[config.mk]
export PLATFORM = sky130hd
export DESIGN_NAME = fpu_top
export DESIGN_NICKNAME = d
export VERILOG_FILES = /design/src/logic/fpu_op_pkg.sv /design/src/logic/fpu_csr_pkg.sv /design/src/logic/fpu_status_if.sv /design/src/logic/fpu_pipe_stage.sv /design/src/logic/fpu_nonarith_unit.sv /design/src/logic/fpu_csr_regs.sv /design/src/logic/fpu_top.sv
export SDC_FILE = /design/constraint.sdc
export NUM_CORES = 1
export LEC_CHECK = 0
export BUFFER_PORTS_ARGS = -buffer_cell sky130_fd_sc_hd__buf_2
export CAP_MARGIN = 20
export CORE_UTILIZATION = 25
export DETAILED_ROUTE_END_ITERATION = 12
export SYNTH_ARGS = -nofsm -noshare
export SYNTH_HDL_FRONTEND = slang
export SYNTH_SLANG_ARGS = --single-unit
[constraint.sdc]
create_clock -name i_clk -period 5.15 [get_ports i_clk]
set_input_delay 0.2575 -clock i_clk [delete_from_list [all_inputs] [get_ports i_clk]]
set_output_delay 0.2575 -clock i_clk [all_outputs]
set_load 0.02 [all_outputs]
[src/logic/fpu_op_pkg.sv]
package fpu_op_pkg;

  // single-precision operations that need no rounding
  typedef enum logic [3:0] {
    OP_FSGNJ  = 4'd0,
    OP_FSGNJN = 4'd1,
    OP_FSGNJX = 4'd2,
    OP_FMIN   = 4'd3,
    OP_FMAX   = 4'd4,
    OP_FEQ    = 4'd5,
    OP_FLT    = 4'd6,
    OP_FLE    = 4'd7,
    OP_FCLASS = 4'd8
  } fpu_op_e;

  localparam logic [31:0] CANON_NAN = 32'h7fc0_0000;  // canonical quiet nan

  // bit positions of the fclass one-hot mask
  localparam int unsigned CLS_NEG_INF  = 0;
  localparam int unsigned CLS_NEG_NORM = 1;
  localparam int unsigned CLS_NEG_SUB  = 2;
  localparam int unsigned CLS_NEG_ZERO = 3;
  localparam int unsigned CLS_POS_ZERO = 4;
  localparam int unsigned CLS_POS_SUB  = 5;
  localparam int unsigned CLS_POS_NORM = 6;
  localparam int unsigned CLS_POS_INF  = 7;
  localparam int unsigned CLS_SNAN     = 8;
  localparam int unsigned CLS_QNAN     = 9;

  // first stage, operation as issued
  typedef struct packed {
    fpu_op_e     op;
    logic [31:0] rs1;
    logic [31:0] rs2;
  } issue_t;

  // second stage, finished result
  typedef struct packed {
    logic [31:0] result;
    logic [4:0]  fflags;  // nv nz of uf nx
  } result_t;

endpackage

[src/logic/fpu_csr_pkg.sv]
package fpu_csr_pkg;

  // register offsets, low 4 address bits
  localparam logic [3:0] ADDR_CTRL     = 4'h0;
  localparam logic [3:0] ADDR_FFLAGS   = 4'h4;
  localparam logic [3:0] ADDR_IRQ_MASK = 4'h8;
  localparam logic [3:0] ADDR_OP_COUNT = 4'hc;

  // axi response codes
  localparam logic [1:0] RESP_OKAY   = 2'b00;
  localparam logic [1:0] RESP_SLVERR = 2'b10;

  // fflags layout follows the riscv fcsr
  localparam int unsigned FLAG_NV = 4;  // invalid operation

  // ctrl register bits
  localparam int unsigned CTRL_ENABLE = 0;
  localparam int unsigned CTRL_BUSY   = 1;  // read only

endpackage

[src/logic/fpu_status_if.sv]
`timescale 1ns/100ps

interface fpu_status_if;

  logic       enable;        // operand port open
  logic       accrue_valid;  // one pulse per result transfer
  logic [4:0] accrue_flags;
  logic       busy;          // items in flight

  modport regs (
    output enable,
    input  accrue_valid,
    input  accrue_flags,
    input  busy
  );

  modport datapath (
    input  enable,
    output accrue_valid,
    output accrue_flags,
    output busy
  );

endinterface

[src/logic/fpu_pipe_stage.sv]
`timescale 1ns/100ps

module fpu_pipe_stage #(
  parameter type payload_t = logic [31:0]
) (
  input  logic     i_clk,
  input  logic     arst_n,

  input  logic     up_valid,
  output logic     up_ready,
  input  payload_t up_data,

  output logic     dn_valid,
  input  logic     dn_ready,
  output payload_t dn_data
);

  logic     valid_q;
  payload_t data_q;

  // free slot, or the held item leaves this cycle
  assign up_ready = ~valid_q | dn_ready;

  always_ff @(posedge i_clk or negedge arst_n) begin
    if (!arst_n) begin
      valid_q <= 1'b0;
    end else if (up_ready) begin
      valid_q <= up_valid;
    end
  end

  always_ff @(posedge i_clk) begin
    if (up_valid && up_ready) begin
      data_q <= up_data;
    end
  end

  assign dn_valid = valid_q;
  assign dn_data  = data_q;

endmodule

[src/logic/fpu_nonarith_unit.sv]
`timescale 1ns/100ps

module fpu_nonarith_unit
  import fpu_op_pkg::*;
  import fpu_csr_pkg::*;
(
  input  logic           i_clk,
  input  logic           arst_n,

  input  logic           in_valid,
  output logic           in_ready,
  input  fpu_op_e        in_op,
  input  logic [31:0]    in_rs1,
  input  logic [31:0]    in_rs2,

  output logic           out_valid,
  input  logic           out_ready,
  output logic [31:0]    out_result,
  output logic [4:0]     out_fflags,

  fpu_status_if.datapath status
);

  issue_t      issue_in;
  issue_t      issue_q;
  logic        issue_up_valid;
  logic        issue_up_ready;
  logic        issue_valid;
  logic        issue_ready;
  result_t     result_d;
  result_t     result_q;

  logic [31:0] rs1;
  logic [31:0] rs2;
  logic [9:0]  cls1;
  logic [9:0]  cls2;
  logic        nan1;
  logic        nan2;
  logic        nan_any;
  logic        snan_any;
  logic        both_zero;
  logic        lt_ord;  // total order, -0 below +0
  logic        flt;
  logic        feq;

  function automatic logic [9:0] fp_class(input logic [31:0] x);
    logic        sgn;
    logic [7:0]  ex;
    logic [22:0] man;
    logic [9:0]  m;
    sgn = x[31];
    ex  = x[30:23];
    man = x[22:0];
    m   = '0;
    if (ex == 8'hff) begin
      if (man == '0) m[sgn ? CLS_NEG_INF : CLS_POS_INF] = 1'b1;
      else if (man[22]) m[CLS_QNAN] = 1'b1;  // quiet bit set
      else m[CLS_SNAN] = 1'b1;
    end else if (ex == '0) begin
      if (man == '0) m[sgn ? CLS_NEG_ZERO : CLS_POS_ZERO] = 1'b1;
      else m[sgn ? CLS_NEG_SUB : CLS_POS_SUB] = 1'b1;
    end else begin
      m[sgn ? CLS_NEG_NORM : CLS_POS_NORM] = 1'b1;
    end
    return m;
  endfunction

  // operand port closes while disabled
  assign issue_up_valid = in_valid & status.enable;
  assign in_ready       = issue_up_ready & status.enable;

  assign issue_in.op  = in_op;
  assign issue_in.rs1 = in_rs1;
  assign issue_in.rs2 = in_rs2;

  fpu_pipe_stage #(.payload_t(issue_t)) issue_stage (
    .i_clk    (i_clk),
    .arst_n   (arst_n),
    .up_valid (issue_up_valid),
    .up_ready (issue_up_ready),
    .up_data  (issue_in),
    .dn_valid (issue_valid),
    .dn_ready (issue_ready),
    .dn_data  (issue_q)
  );

  assign rs1  = issue_q.rs1;
  assign rs2  = issue_q.rs2;
  assign cls1 = fp_class(rs1);
  assign cls2 = fp_class(rs2);

  assign nan1      = cls1[CLS_SNAN] | cls1[CLS_QNAN];
  assign nan2      = cls2[CLS_SNAN] | cls2[CLS_QNAN];
  assign nan_any   = nan1 | nan2;
  assign snan_any  = cls1[CLS_SNAN] | cls2[CLS_SNAN];
  assign both_zero = (rs1[30:0] == '0) && (rs2[30:0] == '0);

  assign lt_ord = (rs1[31] != rs2[31]) ? rs1[31] :
                  rs1[31] ? (rs1[30:0] > rs2[30:0]) : (rs1[30:0] < rs2[30:0]);
  assign flt    = lt_ord & ~both_zero;  // compares treat the zeros as equal
  assign feq    = (rs1 == rs2) | both_zero;

  always_comb begin
    result_d.result = '0;
    result_d.fflags = '0;
    case (issue_q.op)
      OP_FSGNJ:  result_d.result = {rs2[31], rs1[30:0]};
      OP_FSGNJN: result_d.result = {~rs2[31], rs1[30:0]};
      OP_FSGNJX: result_d.result = {rs1[31] ^ rs2[31], rs1[30:0]};
      OP_FMIN, OP_FMAX: begin
        if (nan1 && nan2) result_d.result = CANON_NAN;
        else if (nan1) result_d.result = rs2;
        else if (nan2) result_d.result = rs1;
        else if (lt_ord ^ (issue_q.op == OP_FMAX)) result_d.result = rs1;
        else result_d.result = rs2;
        result_d.fflags[FLAG_NV] = snan_any;
      end
      OP_FEQ: begin
        result_d.result          = {31'b0, feq & ~nan_any};
        result_d.fflags[FLAG_NV] = snan_any;  // quiet compare
      end
      OP_FLT: begin
        result_d.result          = {31'b0, flt & ~nan_any};
        result_d.fflags[FLAG_NV] = nan_any;   // signaling compare
      end
      OP_FLE: begin
        result_d.result          = {31'b0, (flt | feq) & ~nan_any};
        result_d.fflags[FLAG_NV] = nan_any;
      end
      OP_FCLASS: result_d.result = {22'b0, cls1};
      default:   result_d.fflags[FLAG_NV] = 1'b1;  // illegal code
    endcase
  end

  fpu_pipe_stage #(.payload_t(result_t)) result_stage (
    .i_clk    (i_clk),
    .arst_n   (arst_n),
    .up_valid (issue_valid),
    .up_ready (issue_ready),
    .up_data  (result_d),
    .dn_valid (out_valid),
    .dn_ready (out_ready),
    .dn_data  (result_q)
  );

  assign out_result = result_q.result;
  assign out_fflags = result_q.fflags;

  assign status.accrue_valid = out_valid & out_ready;
  assign status.accrue_flags = result_q.fflags;
  assign status.busy         = issue_valid | out_valid;

endmodule

[src/logic/fpu_csr_regs.sv]
`timescale 1ns/100ps

module fpu_csr_regs
  import fpu_csr_pkg::*;
#(
  parameter int AXI_ADDR_W = 4,
  parameter int COUNT_W    = 16
) (
  input  logic                  i_clk,
  input  logic                  arst_n,

  input  logic [AXI_ADDR_W-1:0] s_axi_awaddr,
  input  logic                  s_axi_awvalid,
  output logic                  s_axi_awready,
  input  logic [31:0]           s_axi_wdata,
  input  logic [3:0]            s_axi_wstrb,
  input  logic                  s_axi_wvalid,
  output logic                  s_axi_wready,
  output logic [1:0]            s_axi_bresp,
  output logic                  s_axi_bvalid,
  input  logic                  s_axi_bready,

  input  logic [AXI_ADDR_W-1:0] s_axi_araddr,
  input  logic                  s_axi_arvalid,
  output logic                  s_axi_arready,
  output logic [31:0]           s_axi_rdata,
  output logic [1:0]            s_axi_rresp,
  output logic                  s_axi_rvalid,
  input  logic                  s_axi_rready,

  fpu_status_if.regs            status,
  output logic                  irq
);

  logic [3:0]         wr_off;
  logic [3:0]         rd_off;
  logic               wr_fire;
  logic               rd_fire;
  logic               wr_en;
  logic               enable_q;
  logic [4:0]         fflags_q;
  logic [4:0]         fflags_d;
  logic [4:0]         clr_mask;
  logic [4:0]         mask_q;
  logic [4:0]         mask_d;
  logic [COUNT_W-1:0] count_q;
  logic [31:0]        rd_data;

  function automatic logic is_mapped(input logic [3:0] off);
    return (off == ADDR_CTRL) || (off == ADDR_FFLAGS) ||
           (off == ADDR_IRQ_MASK) || (off == ADDR_OP_COUNT);
  endfunction

  assign wr_off  = s_axi_awaddr[3:0];  // wider buses alias every 16 bytes
  assign rd_off  = s_axi_araddr[3:0];
  assign wr_fire = s_axi_awvalid & s_axi_awready & s_axi_wvalid & s_axi_wready;
  assign rd_fire = s_axi_arvalid & s_axi_arready;
  assign wr_en   = wr_fire & s_axi_wstrb[0];  // all fields sit in byte 0

  // w1c clear, accrue wins on a collision
  assign clr_mask = (wr_en && wr_off == ADDR_FFLAGS) ? s_axi_wdata[4:0] : 5'b0;
  assign fflags_d = (fflags_q & ~clr_mask) |
                    (status.accrue_valid ? status.accrue_flags : 5'b0);
  assign mask_d   = (wr_en && wr_off == ADDR_IRQ_MASK) ? s_axi_wdata[4:0] : mask_q;

  always_ff @(posedge i_clk or negedge arst_n) begin
    if (!arst_n) begin
      enable_q <= 1'b0;
      fflags_q <= '0;
      mask_q   <= '0;
      count_q  <= '0;
      irq      <= 1'b0;
    end else begin
      if (wr_en && wr_off == ADDR_CTRL) enable_q <= s_axi_wdata[CTRL_ENABLE];
      fflags_q <= fflags_d;
      mask_q   <= mask_d;
      count_q  <= count_q + COUNT_W'(status.accrue_valid);  // wraps
      irq      <= |(fflags_d & mask_d);  // follows the new register values
    end
  end

  assign status.enable = enable_q;

  // write channel, address and data taken together
  always_ff @(posedge i_clk or negedge arst_n) begin
    if (!arst_n) begin
      s_axi_awready <= 1'b0;
      s_axi_wready  <= 1'b0;
      s_axi_bvalid  <= 1'b0;
      s_axi_bresp   <= RESP_OKAY;
    end else begin
      s_axi_awready <= 1'b0;
      s_axi_wready  <= 1'b0;
      if (!s_axi_awready && !s_axi_bvalid && s_axi_awvalid && s_axi_wvalid) begin
        s_axi_awready <= 1'b1;
        s_axi_wready  <= 1'b1;
      end
      if (wr_fire) begin
        s_axi_bvalid <= 1'b1;
        s_axi_bresp  <= is_mapped(wr_off) ? RESP_OKAY : RESP_SLVERR;
      end else if (s_axi_bready) begin
        s_axi_bvalid <= 1'b0;
      end
    end
  end

  always_comb begin
    rd_data = '0;
    case (rd_off)
      ADDR_CTRL: begin
        rd_data[CTRL_ENABLE] = enable_q;
        rd_data[CTRL_BUSY]   = status.busy;
      end
      ADDR_FFLAGS:   rd_data[4:0] = fflags_q;
      ADDR_IRQ_MASK: rd_data[4:0] = mask_q;
      ADDR_OP_COUNT: rd_data      = 32'(count_q);
      default:       rd_data      = '0;  // unmapped reads as zero
    endcase
  end

  // read channel
  always_ff @(posedge i_clk or negedge arst_n) begin
    if (!arst_n) begin
      s_axi_arready <= 1'b0;
      s_axi_rvalid  <= 1'b0;
      s_axi_rresp   <= RESP_OKAY;
      s_axi_rdata   <= '0;
    end else begin
      s_axi_arready <= 1'b0;
      if (!s_axi_arready && !s_axi_rvalid && s_axi_arvalid) begin
        s_axi_arready <= 1'b1;
      end
      if (rd_fire) begin
        s_axi_rvalid <= 1'b1;
        s_axi_rdata  <= rd_data;
        s_axi_rresp  <= is_mapped(rd_off) ? RESP_OKAY : RESP_SLVERR;
      end else if (s_axi_rready) begin
        s_axi_rvalid <= 1'b0;
      end
    end
  end

endmodule

[src/logic/fpu_top.sv]
`timescale 1ns/100ps

module fpu_top
  import fpu_op_pkg::*;
#(
  parameter int AXI_ADDR_W = 4,
  parameter int COUNT_W    = 16
) (
  input  logic                  i_clk,
  input  logic                  arst_n,

  // operand port
  input  logic                  in_valid,
  output logic                  in_ready,
  input  fpu_op_e               in_op,
  input  logic [31:0]           in_rs1,
  input  logic [31:0]           in_rs2,

  // result port
  output logic                  out_valid,
  input  logic                  out_ready,
  output logic [31:0]           out_result,
  output logic [4:0]            out_fflags,

  // axi4-lite register port
  input  logic [AXI_ADDR_W-1:0] s_axi_awaddr,
  input  logic                  s_axi_awvalid,
  output logic                  s_axi_awready,
  input  logic [31:0]           s_axi_wdata,
  input  logic [3:0]            s_axi_wstrb,
  input  logic                  s_axi_wvalid,
  output logic                  s_axi_wready,
  output logic [1:0]            s_axi_bresp,
  output logic                  s_axi_bvalid,
  input  logic                  s_axi_bready,
  input  logic [AXI_ADDR_W-1:0] s_axi_araddr,
  input  logic                  s_axi_arvalid,
  output logic                  s_axi_arready,
  output logic [31:0]           s_axi_rdata,
  output logic [1:0]            s_axi_rresp,
  output logic                  s_axi_rvalid,
  input  logic                  s_axi_rready,

  output logic                  irq
);

  fpu_status_if status_if ();

  fpu_nonarith_unit nonarith_inst (
    .i_clk      (i_clk),
    .arst_n     (arst_n),
    .in_valid   (in_valid),
    .in_ready   (in_ready),
    .in_op      (in_op),
    .in_rs1     (in_rs1),
    .in_rs2     (in_rs2),
    .out_valid  (out_valid),
    .out_ready  (out_ready),
    .out_result (out_result),
    .out_fflags (out_fflags),
    .status     (status_if.datapath)
  );

  fpu_csr_regs #(
    .AXI_ADDR_W (AXI_ADDR_W),
    .COUNT_W    (COUNT_W)
  ) csr_inst (
    .i_clk         (i_clk),
    .arst_n        (arst_n),
    .s_axi_awaddr  (s_axi_awaddr),
    .s_axi_awvalid (s_axi_awvalid),
    .s_axi_awready (s_axi_awready),
    .s_axi_wdata   (s_axi_wdata),
    .s_axi_wstrb   (s_axi_wstrb),
    .s_axi_wvalid  (s_axi_wvalid),
    .s_axi_wready  (s_axi_wready),
    .s_axi_bresp   (s_axi_bresp),
    .s_axi_bvalid  (s_axi_bvalid),
    .s_axi_bready  (s_axi_bready),
    .s_axi_araddr  (s_axi_araddr),
    .s_axi_arvalid (s_axi_arvalid),
    .s_axi_arready (s_axi_arready),
    .s_axi_rdata   (s_axi_rdata),
    .s_axi_rresp   (s_axi_rresp),
    .s_axi_rvalid  (s_axi_rvalid),
    .s_axi_rready  (s_axi_rready),
    .status        (status_if.regs),
    .irq           (irq)
  );

endmodule

==> results.ini <==
[power]
intPower_uw = 2080
ir_drop_uv = 193
clockPowerShare_pct = 44.3
switching_share_pct = 24.3
p_per_area_mw_per_mm2 = 297
power.leakage_uw = 0.00394
power.switching_uw = 668
p_seq_share_pct = 49.4
p_comb_share_pct = 6.3

[drt]
firstDrtPassIters = 6
wl_met1_um = 8360
first_iter_violations = 283
vias = 5204
postRouteAntennaNets = 0
detail_route.wl_per_cell_um = 16.1
wl_met2_um = 8930
top_layer = met4
wl_um = 18500
drc = 0
met3_wirelength_um = 1020
vias_per_cell = 4.53

[finish]
drive_gt1_share_pct = 27.0
final_cell_mix = buf_2, edfxtp_1, dfrtp_1
layout.nets = 912
antenna_cells = 0
final_cells = 1149
final_common_cell = buf_2
fillCellCount = 2777
postLayoutCoreUtil_pct = 33.2
syn2layout_area_growth_pct = 29.6
design_area_mm2 = 0.00927

[cts]
clockBufferDepth = 2
clock_latency_ns = 0.43
htreeDepth = 4
clkSinkCount = 153
hold_buffers = 43
cts_resized = 0
postCtsSetupBuffers = 0
numCtsBuffers = 17
cts_root_buf = clkbuf_16
clk_pin_slew_ns = 0.07
cts_tree = done

[grt]
grtUsageTotal_pct = 12.8
grt_pass1_wl_um = 28200
grt_start_max_net_pins = 53
antenna_found_initial = 0
grt_remaining_overflow = 0
grt_pass1_vias = 5063

[status]
run_status = complete, no violations

[logic_synthesis]
ys.flop_type = edfxtp_1
synth_edf_count = 101
synth_top_family_by_area = compound AO/OA/AOI/OAI gates
ys_seq_area_share_pct = 60.6
synth-compound-area-share_pct = 12.6
netlist_instances = 559
synth_xor_xnor_area_share_pct = 1.96
synth-simple-area-share_pct = 11.7
yosysUniqueCellTypes = 60
ys_seq_elements = 153
synth_fa_ha_area_share_pct = 5.77
netlist_area_mm2 = 0.00715
muxShareOfSynthArea_pct = 2.05
synthArstFlopShare_pct = 34.0
syn_area_per_cell_um2 = 12.8
yosysWarnings = 0

[critical_path]
cp_slowest_stage_delay_ns = 0.69
cp.arrival_ns = 3.85
r2r_slack_ns = 1.59
end_kind = flip-flop
crit_slowest_cell = nor4_1
path_cells = ha_1 -> nand4_1 -> nor4_1 -> a32oi_2 -> and3_1 -> o31ai_2 -> buf_4 -> a221o_1
r2r-end = nonarith_inst.result_stage.dn_data[13]$_DFFE_PP_
regToRegStartpoint = nonarith_inst.issue_stage.dn_data[54]$_DFFE_PP_
critPathMaxFanout = 15
start_kind = flip-flop
crit_family = simple AND/OR/NAND/NOR gates
worstSetupPathType = flip-flop to flip-flop
critical_path_buf_inv_count = 1
crit_required_ns = 5.44
reg2reg_depth = 8

[hold_path]
hold_path.class = input port to flip-flop
whs_endpoint = csr_inst.s_axi_bvalid$_DFFE_PN0P_
hold_path_depth = 2
hp-start = s_axi_bready

[sta]
worst_slack_ns = 1.59
worst_slew_pin_slew_ns = 1.07
fin_setup_tns_ns = 0
period_share_pct = 69.1
relSlewSlack_pct = 28.8
slew_violations = 0
grt_setup_unrepaired = false
finalClockSkew_ns = 0.0153
max_freq_mhz = 281
hold_viol = 0
final.min_clock_period_ns = 3.56
setup_viol = 0

[floorplanning]
start_util_pct = 25.6
die_w_um = 171
num_rows = 61
die-area_mm2 = 0.0293
io_pins = 202
die_y_um = 171
coreArea_mm2 = 0.0279

[placement]
hpwlAfterDp_um = 13500
place_ws_ns = 1.68
dpl_cell_area_mm2 = 0.00825
portBuffers = 149
gp_congestion = 0.834
dp.cells = 1072

[run]
cap_violations = 0

## synthesized netlist by cell type, types with 4 or more instances
master,count,share of area (%)
nor3_1,11,0.77
nand2_1,30,1.6
a21oi_1,15,1.0
nand3_1,16,1.1
a21boi_0,7,0.73
a221o_1,9,1.3
nor2_1,19,1.0
a22o_1,26,3.2
a2bb2oi_1,6,0.73
nor2b_1,4,0.35
edfxtp_1,101,42
nand3b_1,4,0.42
xnor2_1,12,1.5
inv_1,35,1.8
and2_1,6,0.52
nand4_1,16,1.4
o21ai_0,15,1.0
and3_1,10,0.87
mux2_2,9,1.4
xor2_1,4,0.49
nor4_1,17,1.5
buf_4,23,2.4
clkbuf_1,12,0.63
a22oi_1,10,1.0
ha_1,33,5.8
a211oi_1,5,0.52
dfrtp_1,52,18
## cell type report
class / count / area (µm²) / area share, %
Inverter: 35 / 131 / 1.42
Tap cell: 378 / 473 / 5.10
Clock buffer: 18 / 450 / 4.86
Multi-Input combinational cell: 352 / 2530 / 27.2
Clock inverter: 14 / 123 / 1.32
Sequential cell: 153 / 4330 / 46.7
Timing Repair Buffer: 199 / 1230 / 13.3
## worst max-delay path by stage
stage,startpoint,endpoint,cells past startpoint
5_1_grt,nonarith_inst.issue_stage.dn_data[54]$_DFFE_PP_,nonarith_inst.result_stage.dn_data[14]$_DFFE_PP_,8
3_5_place_dp,nonarith_inst.issue_stage.dn_data[54]$_DFFE_PP_,nonarith_inst.result_stage.dn_data[13]$_DFFE_PP_,8
6_report,nonarith_inst.issue_stage.dn_data[54]$_DFFE_PP_,nonarith_inst.result_stage.dn_data[13]$_DFFE_PP_,8
2_1_floorplan,nonarith_inst.result_stage.dn_valid$_DFFE_PN0P_,nonarith_inst.issue_stage.dn_data[0]$_DFFE_PP_,3
3_3_place_gp,nonarith_inst.issue_stage.dn_data[54]$_DFFE_PP_,nonarith_inst.result_stage.dn_data[13]$_DFFE_PP_,8
4_1_cts,nonarith_inst.issue_stage.dn_data[54]$_DFFE_PP_,nonarith_inst.result_stage.dn_data[13]$_DFFE_PP_,8
## stage by stage
stage               total power [µW]  hold slack (ns)
floorplan                       1470          -0.0381
global placement                1530            0.407
detailed placement              1530            0.408
CTS                             2780         0.000329
global route                    2850          0.00121
finish                          2750           0.0158
## metal layers
layer / GRT usage (%) / vias to the layer above
li1: - / 2500
met1: 16.7 / 2496
met2: 21.3 / 191
met3: 2.82 / 17
met4: 3.65 / 0
met5: 0 / -
## cells by family (layout without fill, tap and decap cells)
| group | after synthesis | in the layout |
|---|---|---|
| other | 1 | 22 |
| adder cells (fa/ha/maj) | 33 | 33 |
| AO/OA/AOI/OAI | 117 | 117 |
| XOR/XNOR | 16 | 16 |
| AND/OR/NAND/NOR | 153 | 153 |
| flip-flops | 153 | 153 |
| multiplexers | 11 | 11 |
| buffers and inverters | 75 | 266 |
## power by group through the flow
stage	Sequential (µW)	Combinational, µW	Clock (µW)
after floorplan	1390	77.5	0
after global placement	1380	147	0
after detailed placement	1390	149	0
after CTS	1360	175	1250
after global routing	1360	195	1290
final	1360	174	1220
## state kept, by name, indices dropped and copies added, names as in the netlist, 5 cells and up
register and cells:
csr_inst.count_q 16, csr_inst.fflags_q 5, csr_inst.mask_q 5, csr_inst.s_axi_rdata 16, nonarith_inst.issue_stage.dn_data 68, nonarith_inst.result_stage.dn_data 33
Note: power is estimated with default switching activity, not from simulation.
